### config.mk
export PLATFORM = sky130hd
export DESIGN_NAME = fmd_top
export DESIGN_NICKNAME = d
export VERILOG_FILES = /design/src/hw/fmd_pkg.sv /design/src/hw/fmd_frac_div.sv /design/src/hw/fmd_frac_mul.sv /design/src/hw/fmd_post_norm.sv /design/src/hw/fmd_pre_norm.sv /design/src/hw/fmd_top.sv
export SDC_FILE = /design/constraint.sdc
export NUM_CORES = 2
export LEC_CHECK = 0
export BUFFER_PORTS_ARGS = -buffer_cell sky130_fd_sc_hd__buf_2
export CORE_UTILIZATION = 58
export CTS_CLUSTER_SIZE = 20
export DETAILED_ROUTE_END_ITERATION = 8
export PLACE_DENSITY = 0.72
export SLEW_MARGIN = 30
export SYNTH_ARGS = -nofsm -noshare
export SYNTH_HDL_FRONTEND = slang
export SYNTH_HIERARCHICAL = 1
export SYNTH_SLANG_ARGS = --single-unit
### constraint.sdc
create_clock -name clk -period 9.2 [get_ports clk]
set_input_delay 1.38 -clock clk [delete_from_list [all_inputs] [get_ports clk]]
set_output_delay 1.38 -clock clk [all_outputs]
set_load 0.01 [all_outputs]
### src/hw/fmd_pkg.sv
`default_nettype none

package fmd_pkg;

	////////////////////////////////////////////////////////////////////////////
	// Single-precision field widths
	////////////////////////////////////////////////////////////////////////////

	// Mantissa including the hidden bit
	localparam int FRAC_W = 24;
	localparam int MAN_W  = FRAC_W - 1;
	localparam int EXP_W  = 8;
	localparam int BIAS   = 127;
	// Largest biased exponent, reserved for inf and NaN
	localparam int EXP_MAX = 255;
	// Signed working exponent, wide enough for sum and difference
	localparam int WEXP_W = 10;
	// Raw significand out of the fractional datapath
	localparam int SIG_W  = 2 * FRAC_W;

	// Canonical quiet NaN
	localparam logic [31:0] QNAN = 32'h7fc0_0000;

	typedef enum logic {
		OP_MUL,
		OP_DIV
	} fmd_op_e;

	// Denormals classify as zero
	typedef enum logic [1:0] {
		CLS_ZERO,
		CLS_NORM,
		CLS_INF,
		CLS_NAN
	} fmd_class_e;

	////////////////////////////////////////////////////////////////////////////
	// Stage payloads
	////////////////////////////////////////////////////////////////////////////

	typedef struct packed {
		fmd_op_e     op;
		logic [31:0] a;
		logic [31:0] b;
	} fmd_req_t;

	typedef struct packed {
		fmd_op_e                  op;
		logic                     sign;
		logic signed [WEXP_W-1:0] exp;
		logic [FRAC_W-1:0]        frac_a;
		logic [FRAC_W-1:0]        frac_b;
		fmd_class_e               cls_a;
		fmd_class_e               cls_b;
		logic                     exp_ovf;
		logic                     exp_unf;
	} fmd_pre_t;

	typedef struct packed {
		logic [SIG_W-1:0] sig;
		logic             sticky;
		fmd_pre_t         pre;
	} fmd_frac_t;

	typedef struct packed {
		logic invalid;
		logic div_by_zero;
		logic overflow;
		logic underflow;
		logic inexact;
	} fmd_flags_t;

	typedef struct packed {
		logic [31:0] word;
		fmd_flags_t  flags;
	} fmd_rsp_t;

endpackage

`default_nettype wire

### src/hw/fmd_frac_div.sv
`default_nettype none

module fmd_frac_div #(
	parameter int QUOT_BITS = 27
) (
	input  logic               clk,
	input  logic               arst_n,
	input  logic               pre_valid,
	input  fmd_pkg::fmd_pre_t  pre,
	output logic               div_valid,
	output fmd_pkg::fmd_frac_t div,
	output logic               div_busy
);
	import fmd_pkg::*;

	localparam int CNT_W = $clog2(QUOT_BITS);

	typedef enum logic [1:0] {
		DIV_IDLE,
		DIV_RUN,
		DIV_DONE
	} div_state_e;

	div_state_e           state;
	logic [CNT_W-1:0]     cnt;
	logic                 start;
	// Partial remainder stays below twice the divisor
	logic [FRAC_W:0]      rem;
	logic [FRAC_W-1:0]    divisor;
	logic [QUOT_BITS-1:0] quot;
	logic [FRAC_W+1:0]    diff;
	logic                 q_bit;
	logic [FRAC_W:0]      rem_keep;
	fmd_pre_t             op_q;

	assign start = pre_valid && (pre.op == OP_DIV) && (state == DIV_IDLE);

	////////////////////////////////////////////////////////////////////////////
	// Restoring step
	////////////////////////////////////////////////////////////////////////////

	assign diff     = {1'b0, rem} - {2'b00, divisor};
	// No borrow means the divisor fits
	assign q_bit    = !diff[FRAC_W+1];
	assign rem_keep = q_bit ? diff[FRAC_W:0] : rem;

	////////////////////////////////////////////////////////////////////////////
	// Control FSM
	////////////////////////////////////////////////////////////////////////////

	always_ff @(posedge clk or negedge arst_n) begin
		if (!arst_n) begin
			state <= DIV_IDLE;
			cnt   <= '0;
		end else begin
			case (state)
				DIV_IDLE: begin
					if (start) begin
						state <= DIV_RUN;
						cnt   <= '0;
					end
				end
				DIV_RUN: begin
					cnt <= cnt + 1'b1;
					if (cnt == CNT_W'(QUOT_BITS - 1)) begin
						state <= DIV_DONE;
					end
				end
				DIV_DONE: begin
					state <= DIV_IDLE;
				end
				default: begin
					state <= DIV_IDLE;
				end
			endcase
		end
	end

	// First bit out is the integer bit of a/b, which lies in (0.5, 2)
	always_ff @(posedge clk) begin
		if (start) begin
			rem     <= {1'b0, pre.frac_a};
			divisor <= pre.frac_b;
			op_q    <= pre;
		end else if (state == DIV_RUN) begin
			rem  <= {rem_keep[FRAC_W-1:0], 1'b0};
			quot <= {quot[QUOT_BITS-2:0], q_bit};
		end
	end

	////////////////////////////////////////////////////////////////////////////
	// Result
	////////////////////////////////////////////////////////////////////////////

	assign div_valid  = (state == DIV_DONE);
	assign div_busy   = (state != DIV_IDLE);
	// Integer bit lands on the MSB of the significand
	assign div.sig    = SIG_W'(quot) << (SIG_W - QUOT_BITS);
	assign div.sticky = |rem;
	assign div.pre    = op_q;

endmodule

`default_nettype wire

### src/hw/fmd_frac_mul.sv
`default_nettype none

module fmd_frac_mul (
	input  logic               clk,
	input  logic               arst_n,
	input  logic               pre_valid,
	input  fmd_pkg::fmd_pre_t  pre,
	output logic               mul_valid,
	output fmd_pkg::fmd_frac_t mul
);
	import fmd_pkg::*;

	logic take;

	// Divides go to the iterative path
	assign take = pre_valid && (pre.op == OP_MUL);

	always_ff @(posedge clk or negedge arst_n) begin
		if (!arst_n) begin
			mul_valid <= 1'b0;
		end else begin
			mul_valid <= take;
		end
	end

	// Full product, binary point between bits 46 and 45
	always_ff @(posedge clk) begin
		if (take) begin
			mul.sig    <= pre.frac_a * pre.frac_b;
			// Nothing is lost, every product bit is kept
			mul.sticky <= 1'b0;
			mul.pre    <= pre;
		end
	end

endmodule

`default_nettype wire

### src/hw/fmd_post_norm.sv
`default_nettype none

module fmd_post_norm (
	input  logic               clk,
	input  logic               arst_n,
	input  logic               frac_valid,
	input  fmd_pkg::fmd_frac_t frac,
	output logic               out_valid,
	output fmd_pkg::fmd_rsp_t  rsp
);
	import fmd_pkg::*;

	fmd_pre_t                 p;
	logic                     is_div;
	logic                     hi;
	logic [FRAC_W-1:0]        mant;
	logic                     guard;
	logic                     rnd;
	logic                     sticky;
	logic                     round_up;
	logic [FRAC_W:0]          mant_rnd;
	logic signed [WEXP_W-1:0] exp_in;
	logic signed [WEXP_W-1:0] exp_fin;
	logic                     ovf;
	logic                     unf;
	logic                     a_zero;
	logic                     b_zero;
	logic                     a_inf;
	logic                     b_inf;
	logic                     any_nan;
	logic                     invalid_op;
	logic                     res_inf;
	logic                     res_zero;
	logic                     dbz;
	fmd_rsp_t                 rsp_d;

	assign p      = frac.pre;
	assign is_div = (p.op == OP_DIV);
	assign hi     = frac.sig[SIG_W-1];

	////////////////////////////////////////////////////////////////////////////
	// Normalize and round
	////////////////////////////////////////////////////////////////////////////

	// Leading one is either the MSB or the bit below it
	always_comb begin
		if (hi) begin
			mant   = frac.sig[SIG_W-1 -: FRAC_W];
			guard  = frac.sig[SIG_W-1-FRAC_W];
			rnd    = frac.sig[SIG_W-2-FRAC_W];
			sticky = (|frac.sig[SIG_W-3-FRAC_W:0]) | frac.sticky;
		end else begin
			mant   = frac.sig[SIG_W-2 -: FRAC_W];
			guard  = frac.sig[SIG_W-2-FRAC_W];
			rnd    = frac.sig[SIG_W-3-FRAC_W];
			sticky = (|frac.sig[SIG_W-4-FRAC_W:0]) | frac.sticky;
		end
	end

	// Ties go to the even mantissa
	assign round_up = guard & (rnd | sticky | mant[0]);
	assign mant_rnd = {1'b0, mant} + round_up;

	// Divide significand sits one place higher than the product's
	assign exp_in  = p.exp;
	assign exp_fin = exp_in + WEXP_W'(hi) + WEXP_W'(mant_rnd[FRAC_W]) - WEXP_W'(is_div);
	assign ovf     = p.exp_ovf | (exp_fin >= EXP_MAX);
	assign unf     = p.exp_unf | (exp_fin <= 0);

	////////////////////////////////////////////////////////////////////////////
	// Special cases
	////////////////////////////////////////////////////////////////////////////

	assign a_zero  = (p.cls_a == CLS_ZERO);
	assign b_zero  = (p.cls_b == CLS_ZERO);
	assign a_inf   = (p.cls_a == CLS_INF);
	assign b_inf   = (p.cls_b == CLS_INF);
	assign any_nan = (p.cls_a == CLS_NAN) | (p.cls_b == CLS_NAN);

	// 0*inf, 0/0, inf/inf
	assign invalid_op = is_div ? ((a_zero & b_zero) | (a_inf & b_inf))
	                           : ((a_zero & b_inf) | (a_inf & b_zero));
	assign res_inf    = is_div ? (a_inf | b_zero) : (a_inf | b_inf);
	assign res_zero   = is_div ? (a_zero | b_inf) : (a_zero | b_zero);
	assign dbz        = is_div & b_zero & !a_inf;

	always_comb begin
		rsp_d = '0;
		if (any_nan | invalid_op) begin
			rsp_d.word          = QNAN;
			rsp_d.flags.invalid = invalid_op;
		end else if (res_inf) begin
			rsp_d.word              = {p.sign, {EXP_W{1'b1}}, {MAN_W{1'b0}}};
			rsp_d.flags.div_by_zero = dbz;
		end else if (res_zero) begin
			rsp_d.word = {p.sign, {(EXP_W + MAN_W){1'b0}}};
		end else if (ovf) begin
			rsp_d.word           = {p.sign, {EXP_W{1'b1}}, {MAN_W{1'b0}}};
			rsp_d.flags.overflow = 1'b1;
			rsp_d.flags.inexact  = 1'b1;
		end else if (unf) begin
			// Denormal results flush to signed zero
			rsp_d.word            = {p.sign, {(EXP_W + MAN_W){1'b0}}};
			rsp_d.flags.underflow = 1'b1;
			rsp_d.flags.inexact   = 1'b1;
		end else begin
			rsp_d.word          = {p.sign, exp_fin[EXP_W-1:0], mant_rnd[MAN_W-1:0]};
			rsp_d.flags.inexact = guard | rnd | sticky;
		end
	end

	always_ff @(posedge clk or negedge arst_n) begin
		if (!arst_n) begin
			out_valid <= 1'b0;
		end else begin
			out_valid <= frac_valid;
		end
	end

	always_ff @(posedge clk) begin
		if (frac_valid) begin
			rsp <= rsp_d;
		end
	end

endmodule

`default_nettype wire

### src/hw/fmd_pre_norm.sv
`default_nettype none

module fmd_pre_norm (
	input  logic              clk,
	input  logic              arst_n,
	input  logic              in_valid,
	input  fmd_pkg::fmd_req_t req,
	output logic              pre_valid,
	output fmd_pkg::fmd_pre_t pre
);
	import fmd_pkg::*;

	logic                     sign_a;
	logic                     sign_b;
	logic [EXP_W-1:0]         exp_a;
	logic [EXP_W-1:0]         exp_b;
	logic [MAN_W-1:0]         man_a;
	logic [MAN_W-1:0]         man_b;
	fmd_class_e               cls_a;
	fmd_class_e               cls_b;
	logic                     op_div;
	logic                     both_norm;
	logic [WEXP_W-1:0]        exp_sum;
	logic [WEXP_W-1:0]        exp_dif;
	logic signed [WEXP_W-1:0] exp_work;
	fmd_pre_t                 pre_d;

	// Zero covers true zero and flushed denormals
	function automatic fmd_class_e classify(
		input logic [EXP_W-1:0] e,
		input logic [MAN_W-1:0] m
	);
		fmd_class_e c;
		if (e == '0) begin
			c = CLS_ZERO;
		end else if (e == '1) begin
			c = (m == '0) ? CLS_INF : CLS_NAN;
		end else begin
			c = CLS_NORM;
		end
		return c;
	endfunction

	////////////////////////////////////////////////////////////////////////////
	// Operand split
	////////////////////////////////////////////////////////////////////////////

	assign sign_a = req.a[31];
	assign sign_b = req.b[31];
	assign exp_a  = req.a[30:23];
	assign exp_b  = req.b[30:23];
	assign man_a  = req.a[MAN_W-1:0];
	assign man_b  = req.b[MAN_W-1:0];

	assign cls_a     = classify(exp_a, man_a);
	assign cls_b     = classify(exp_b, man_b);
	assign op_div    = (req.op == OP_DIV);
	assign both_norm = (cls_a == CLS_NORM) && (cls_b == CLS_NORM);

	////////////////////////////////////////////////////////////////////////////
	// Working exponent
	////////////////////////////////////////////////////////////////////////////

	// Multiply drops one bias, divide puts one back
	assign exp_sum = {2'b00, exp_a} + {2'b00, exp_b} - WEXP_W'(BIAS);
	assign exp_dif = {2'b00, exp_a} - {2'b00, exp_b} + WEXP_W'(BIAS);
	assign exp_work = op_div ? exp_dif : exp_sum;

	always_comb begin
		pre_d.op     = req.op;
		pre_d.sign   = sign_a ^ sign_b;
		pre_d.exp    = exp_work;
		// Hidden bit only for nonzero exponents, denormals flush to zero
		pre_d.frac_a = (exp_a == '0) ? '0 : {1'b1, man_a};
		pre_d.frac_b = (exp_b == '0) ? '0 : {1'b1, man_b};
		pre_d.cls_a  = cls_a;
		pre_d.cls_b  = cls_b;
		// Normalization and rounding move the exponent by -1..+2 at most,
		// so outside these bounds the result is already decided
		pre_d.exp_ovf = both_norm && (exp_work > EXP_MAX);
		pre_d.exp_unf = both_norm && (exp_work < -1);
	end

	////////////////////////////////////////////////////////////////////////////
	// Stage register
	////////////////////////////////////////////////////////////////////////////

	always_ff @(posedge clk or negedge arst_n) begin
		if (!arst_n) begin
			pre_valid <= 1'b0;
		end else begin
			pre_valid <= in_valid;
		end
	end

	always_ff @(posedge clk) begin
		if (in_valid) begin
			pre <= pre_d;
		end
	end

endmodule

`default_nettype wire

### src/hw/fmd_top.sv
`default_nettype none

module fmd_top #(
	parameter int QUOT_BITS = 27
) (
	input  logic              clk,
	input  logic              arst_n,
	input  logic              in_valid,
	input  fmd_pkg::fmd_req_t req,
	output logic              out_valid,
	output fmd_pkg::fmd_rsp_t rsp,
	output logic              busy
);
	import fmd_pkg::*;

	logic      pre_valid;
	fmd_pre_t  pre;
	logic      mul_valid;
	fmd_frac_t mul;
	logic      div_valid;
	fmd_frac_t div;
	logic      div_busy;
	logic      div_hold;
	logic      accept;
	logic      frac_valid;
	fmd_frac_t frac;

	// A divide in pre-norm already owns the divider
	assign div_hold = div_busy | (pre_valid & (pre.op == OP_DIV));
	assign accept   = in_valid & !div_hold;
	assign busy     = in_valid & div_hold;

	// Never both valid, nothing is accepted while a divide runs
	assign frac_valid = mul_valid | div_valid;
	assign frac       = div_valid ? div : mul;

	fmd_pre_norm u_pre_norm (
		.clk       (clk),
		.arst_n    (arst_n),
		.in_valid  (accept),
		.req       (req),
		.pre_valid (pre_valid),
		.pre       (pre)
	);

	fmd_frac_mul u_frac_mul (
		.clk       (clk),
		.arst_n    (arst_n),
		.pre_valid (pre_valid),
		.pre       (pre),
		.mul_valid (mul_valid),
		.mul       (mul)
	);

	fmd_frac_div #(
		.QUOT_BITS (QUOT_BITS)
	) u_frac_div (
		.clk       (clk),
		.arst_n    (arst_n),
		.pre_valid (pre_valid),
		.pre       (pre),
		.div_valid (div_valid),
		.div       (div),
		.div_busy  (div_busy)
	);

	fmd_post_norm u_post_norm (
		.clk        (clk),
		.arst_n     (arst_n),
		.frac_valid (frac_valid),
		.frac       (frac),
		.out_valid  (out_valid),
		.rsp        (rsp)
	);

endmodule

`default_nettype wire

Word-level counts from Yosys, hierarchy flattened
Index checks and enable logic that the tools add are counted.
Word-level totals
  register bits after elaboration: 345
  input bits: 68
  word-level logic and storage cells: 169
  output and inout port bits: 39
Operators by class
  reductions and logical operators: 30
  eq/ne operators: 13
  $mul: 1
  add/sub/neg operators: 10
  mux-type cells: 33
  bitwise logic cells: 32
  order comparisons: 4
Operators with widths (number)
  $mux 24: 6
  $mux 115: 1
  $mux 31: 3
  $mul 24x24->48: 1
  $logic_not 23->1: 2
  $sub 25x24->26: 1
  $add 24x1->25: 1
  $reduce_or 25->1: 1
  $mux 23: 1
  $reduce_or 22->1: 1
  $reduce_or 21->1: 1
  $add 10x1->10: 2
  $or 1x1->1: 18
  $eq 8x8->1 const B: 2
  $logic_not 8->1: 2
  $mux 1: 12
  $mux 2: 6
  $add 10x7->10 const B: 1
  $and 1x1->1: 10
  $eq 2x2->1 const B: 5
  $ge 10x9->1 const B: 1
  $gt 10x9->1 const B: 1
  $le 10x1->1 const B: 1
  $lt 10x1->1 const B: 1
  other kinds (23): 42

Longest topological paths before layout
  depth after elaboration: 17
  gate-level depth with buffers: 28

Modules after synthesis
The synthesis kept the hierarchy.
Modules (own cells, without submodules)
  fmd_frac_mul: cells an instance 2313, instances 1, area each 22564.1 um^2, sequential area each 3448.3 um^2
  fmd_frac_div: cells an instance 455, instances 1, area each 5824.3 um^2, sequential area each 3708.6 um^2
  fmd_pre_norm: cells an instance 316, instances 1, area each 3707.3 um^2, sequential area each 2006.9 um^2
  fmd_post_norm: cells an instance 321, instances 1, area each 3007.9 um^2, sequential area each 1136.1 um^2
  fmd_top: cells an instance 132, instances 1, area each 1567.8 um^2, sequential area each 0.0 um^2

Worst setup path before layout
No wires, ideal clock.
  path type: reg-to-reg
  start point: register, netlist name u_pre_norm/pre[50]
  end point: register, netlist name u_frac_mul/mul[109]
  setup time: 266 ps
  stages on the path, launching flop included: 26
  required time: 8934 ps
  arrival time: 6860 ps
  setup slack: 2075 ps
  path through: edfxtp_1 > clkbuf_1 > nand2_1 > fa_1 > inv_1 > fa_1 > inv_1 > fa_1 > fa_1 > inv_1 > fa_1 > fa_1 > inv_1 > fa_1 > inv_1 > ha_1 > buf_6 > a21o_1 > a21o_1 > a2111oi_2 > nor3_1 > a221o_1 > a221o_1 > a31o_4 > a31oi_4 > xnor2_1
Between the ends
  longest elaborated chain between the ends: 1
Ends and longest elaborated chain
  $mul 24x24->48: line fmd_frac_mul.sv:29  | mul.sig <= pre.frac_a * pre.frac_b;
Every way passes these cells.
A chain may end at the register's enable or synchronous reset.

Worst setup path in the final report
  start point: register, netlist name u_pre_norm/pre[43]
  end point: register, netlist name u_frac_mul/mul[111]
Between the ends
  longest elaborated chain between the ends: 1
Ends and longest elaborated chain (line)
  $mul 24x24->48: fmd_frac_mul.sv:29
Every way passes these cells.

==> results.md <==
* CP Launch Type: register
* WP buf/inv at 5
* DR pass1 iterations at 8
* Slowest cell on the critical path: edfxtp_1
* Critical path's top delay family: adder cells
* Syn Area/Cell at 9.95 um2
* Fin nets at 4253
* Die ar. at 59500 um2
* Crit end category: register
* Final Hold Vio Count at 0
* Critical path required time at 9.48 ns
* Worst rel slew slack at 40.4%
* Most common cell after layout, fill and taps aside: inv_1
* Routed Antenna Nets at 0
* Worst-path cell chain: buf_4, and2_1, fa_1, fa_1, inv_1, fa_1, fa_1, inv_1, fa_1, fa_1, inv_1, fa_1, inv_1, ha_1, nand4_1, nor4_1, nand3_1, nand2_1, a41oi_1, o31ai_1, a31oi_1, o31ai_1, xor2_1
* Total of max-cap violations at 0
* Commonest cells after routing, fill and taps aside: 628 x inv_1, 487 x fa_1, 392 x nand2_1, 358 x and2_1, 262 x edfxtp_1
* DR vias/cell at 5.78
* Clock Sinks at 273
* Footprint of the multi-input gates at 22700 um2
* CTS clk-pin slew, worst paths at 0.06 ns
* Post-Synthesis Cells at 3413
* I/O pin total at 107
* H-tree levels at 2
* DRC Markers at 0
* Layout fillers at 4697
* CP Max Fanout at 13
* Register Area at 8140 um2
* Via count at 24608
* First-pass GRT wire length at 145000 um
* # port buffers at 106
* RSZ-0062 raised after global routing: false
* Non-filler cells, final at 4257
* CORE AREA at 57800 um2
* DP HPWL at 70000 um
* Reg2Reg Launch Point: u_pre_norm/pre[43]
* Status: finished clean
* Final worst path period share at 87.3%
* CTS Buffer Depth at 3
* Root buffer cell: clkbuf_16
* Crit path DAT at 8.31 ns
* # resized after CTS at 0
* # Post-CTS Setup Buffers at 0
* Final WL at 90400 um
* Layout area overhead at 7.58%
* Post-Place Cells at 4184
* Largest net degree at the start of global routing at 68
* GRT Total Usage at 31.3%
* F_max at 125 MHz
* WHS Path Cells at 0
* Cts bufs inserted at 34
* TritonCTS clock tree: yes
* Post-route minimum period at 8.03 ns
* Worst path depth at 23
* Tightest Hold Check Type: reg2reg
* GRT overflow at 0
* Yosys Warn Count at 6
* Setup violations, final at 0
* CP max stage delay at 0.87 ns
* CP dominant cell by count: fa_1
* Critical path type: reg2reg
* Number of antenna violations at the first check in global routing at 4
* Hold Path Origin: u_pre_norm/pre[62]
* WL/cell at 21.2 um
* Max-slew violations at 0
* Synth Cell Area at 33900 um2
* Layout cells sized above 1 at 9.86%
* Initial Util at 58.7%
* Clock Skews at 0.0243 ns
* Hold EP: u_frac_mul/mul[62]
* Setup slack, reg-to-reg at 1.17 ns
* Die Ht at 244 um
* Row count at 88
* Vias in the first global route at 26170
* Setup TNS at 0 ns
* Die width at 244 um
* CTS Hold Buffers Added at 0
* Reg-to-Reg End: u_frac_mul/mul[111]
* Worst skew pair latency at 0.55 ns
* Worst slew pin tran at 0.894 ns
* Number of DRC markers in iteration 0 at 2167
* Routability cong. at 0.946
* Worst reg-to-reg path cell count at 23
metal layers:
metal  global-route usage, %  up-vias  share of wire (%)
li1                        -    10859                  -
met1                    43.2    12426                 41
met2                    50.7     1158                 47
met3                    5.85      163                9.2
met4                    9.03        2                2.8
met5                   0.327        -              0.013
sequential cells by signal (all words and copies together) (netlist names):
name and count:
u_post_norm/out_valid 1, u_frac_div/div 42, u_frac_div/rem 25, u_frac_div/quot 27, u_frac_mul/mul 66, u_pre_norm/pre 66
u_pre_norm/pre_valid 1, u_frac_div/state 2, u_frac_div/cnt 5, u_frac_mul/mul_valid 1, u_post_norm/rsp 37
through the flow:
step | setup WS [ns] | hold WS [ns] | utilization [%] | cell area [um2]
after floorplan | 2.10 | 0.420 | - | 34000
after global placement | 1.29 | 0.425 | 60.4 | 34900
after detailed placement | 1.24 | 0.434 | 61.0 | 35300
after CTS | 1.21 | 0.448 | 63.0 | 36400
after global routing | 0.810 | 0.454 | 63.2 | 36500
final | 1.17 | 0.444 | 63.2 | 36500
cell type report:
type | instances | share of cell area (%)
multi-input combinational | 2355 | 62.2
clock inverter | 21 | 0.562
clock buffer | 41 | 2.51
sequential | 273 | 22.3
antenna | 2 | 0.0137
inverter | 631 | 6.49
timing repair buffer | 169 | 3.34
tap | 765 | 2.62
worst max path at each step:
stage / from / end / slack, ns
3_3_place_gp: u_pre_norm/pre[49] / u_frac_mul/mul[109] / 1.29
5_1_grt: u_pre_norm/pre[43] / u_frac_mul/mul[111] / 0.81
2_1_floorplan: u_pre_norm/pre[9] / u_frac_mul/mul[109] / 2.10
3_5_place_dp: u_pre_norm/pre[39] / u_frac_mul/mul[111] / 1.24
6_report: u_pre_norm/pre[43] / u_frac_mul/mul[111] / 1.17
4_1_cts: u_pre_norm/pre[39] / u_frac_mul/mul[111] / 1.21
Power is not shown: default switching activity piles up to over one toggle a cycle in this logic, so the estimate is an artifact.
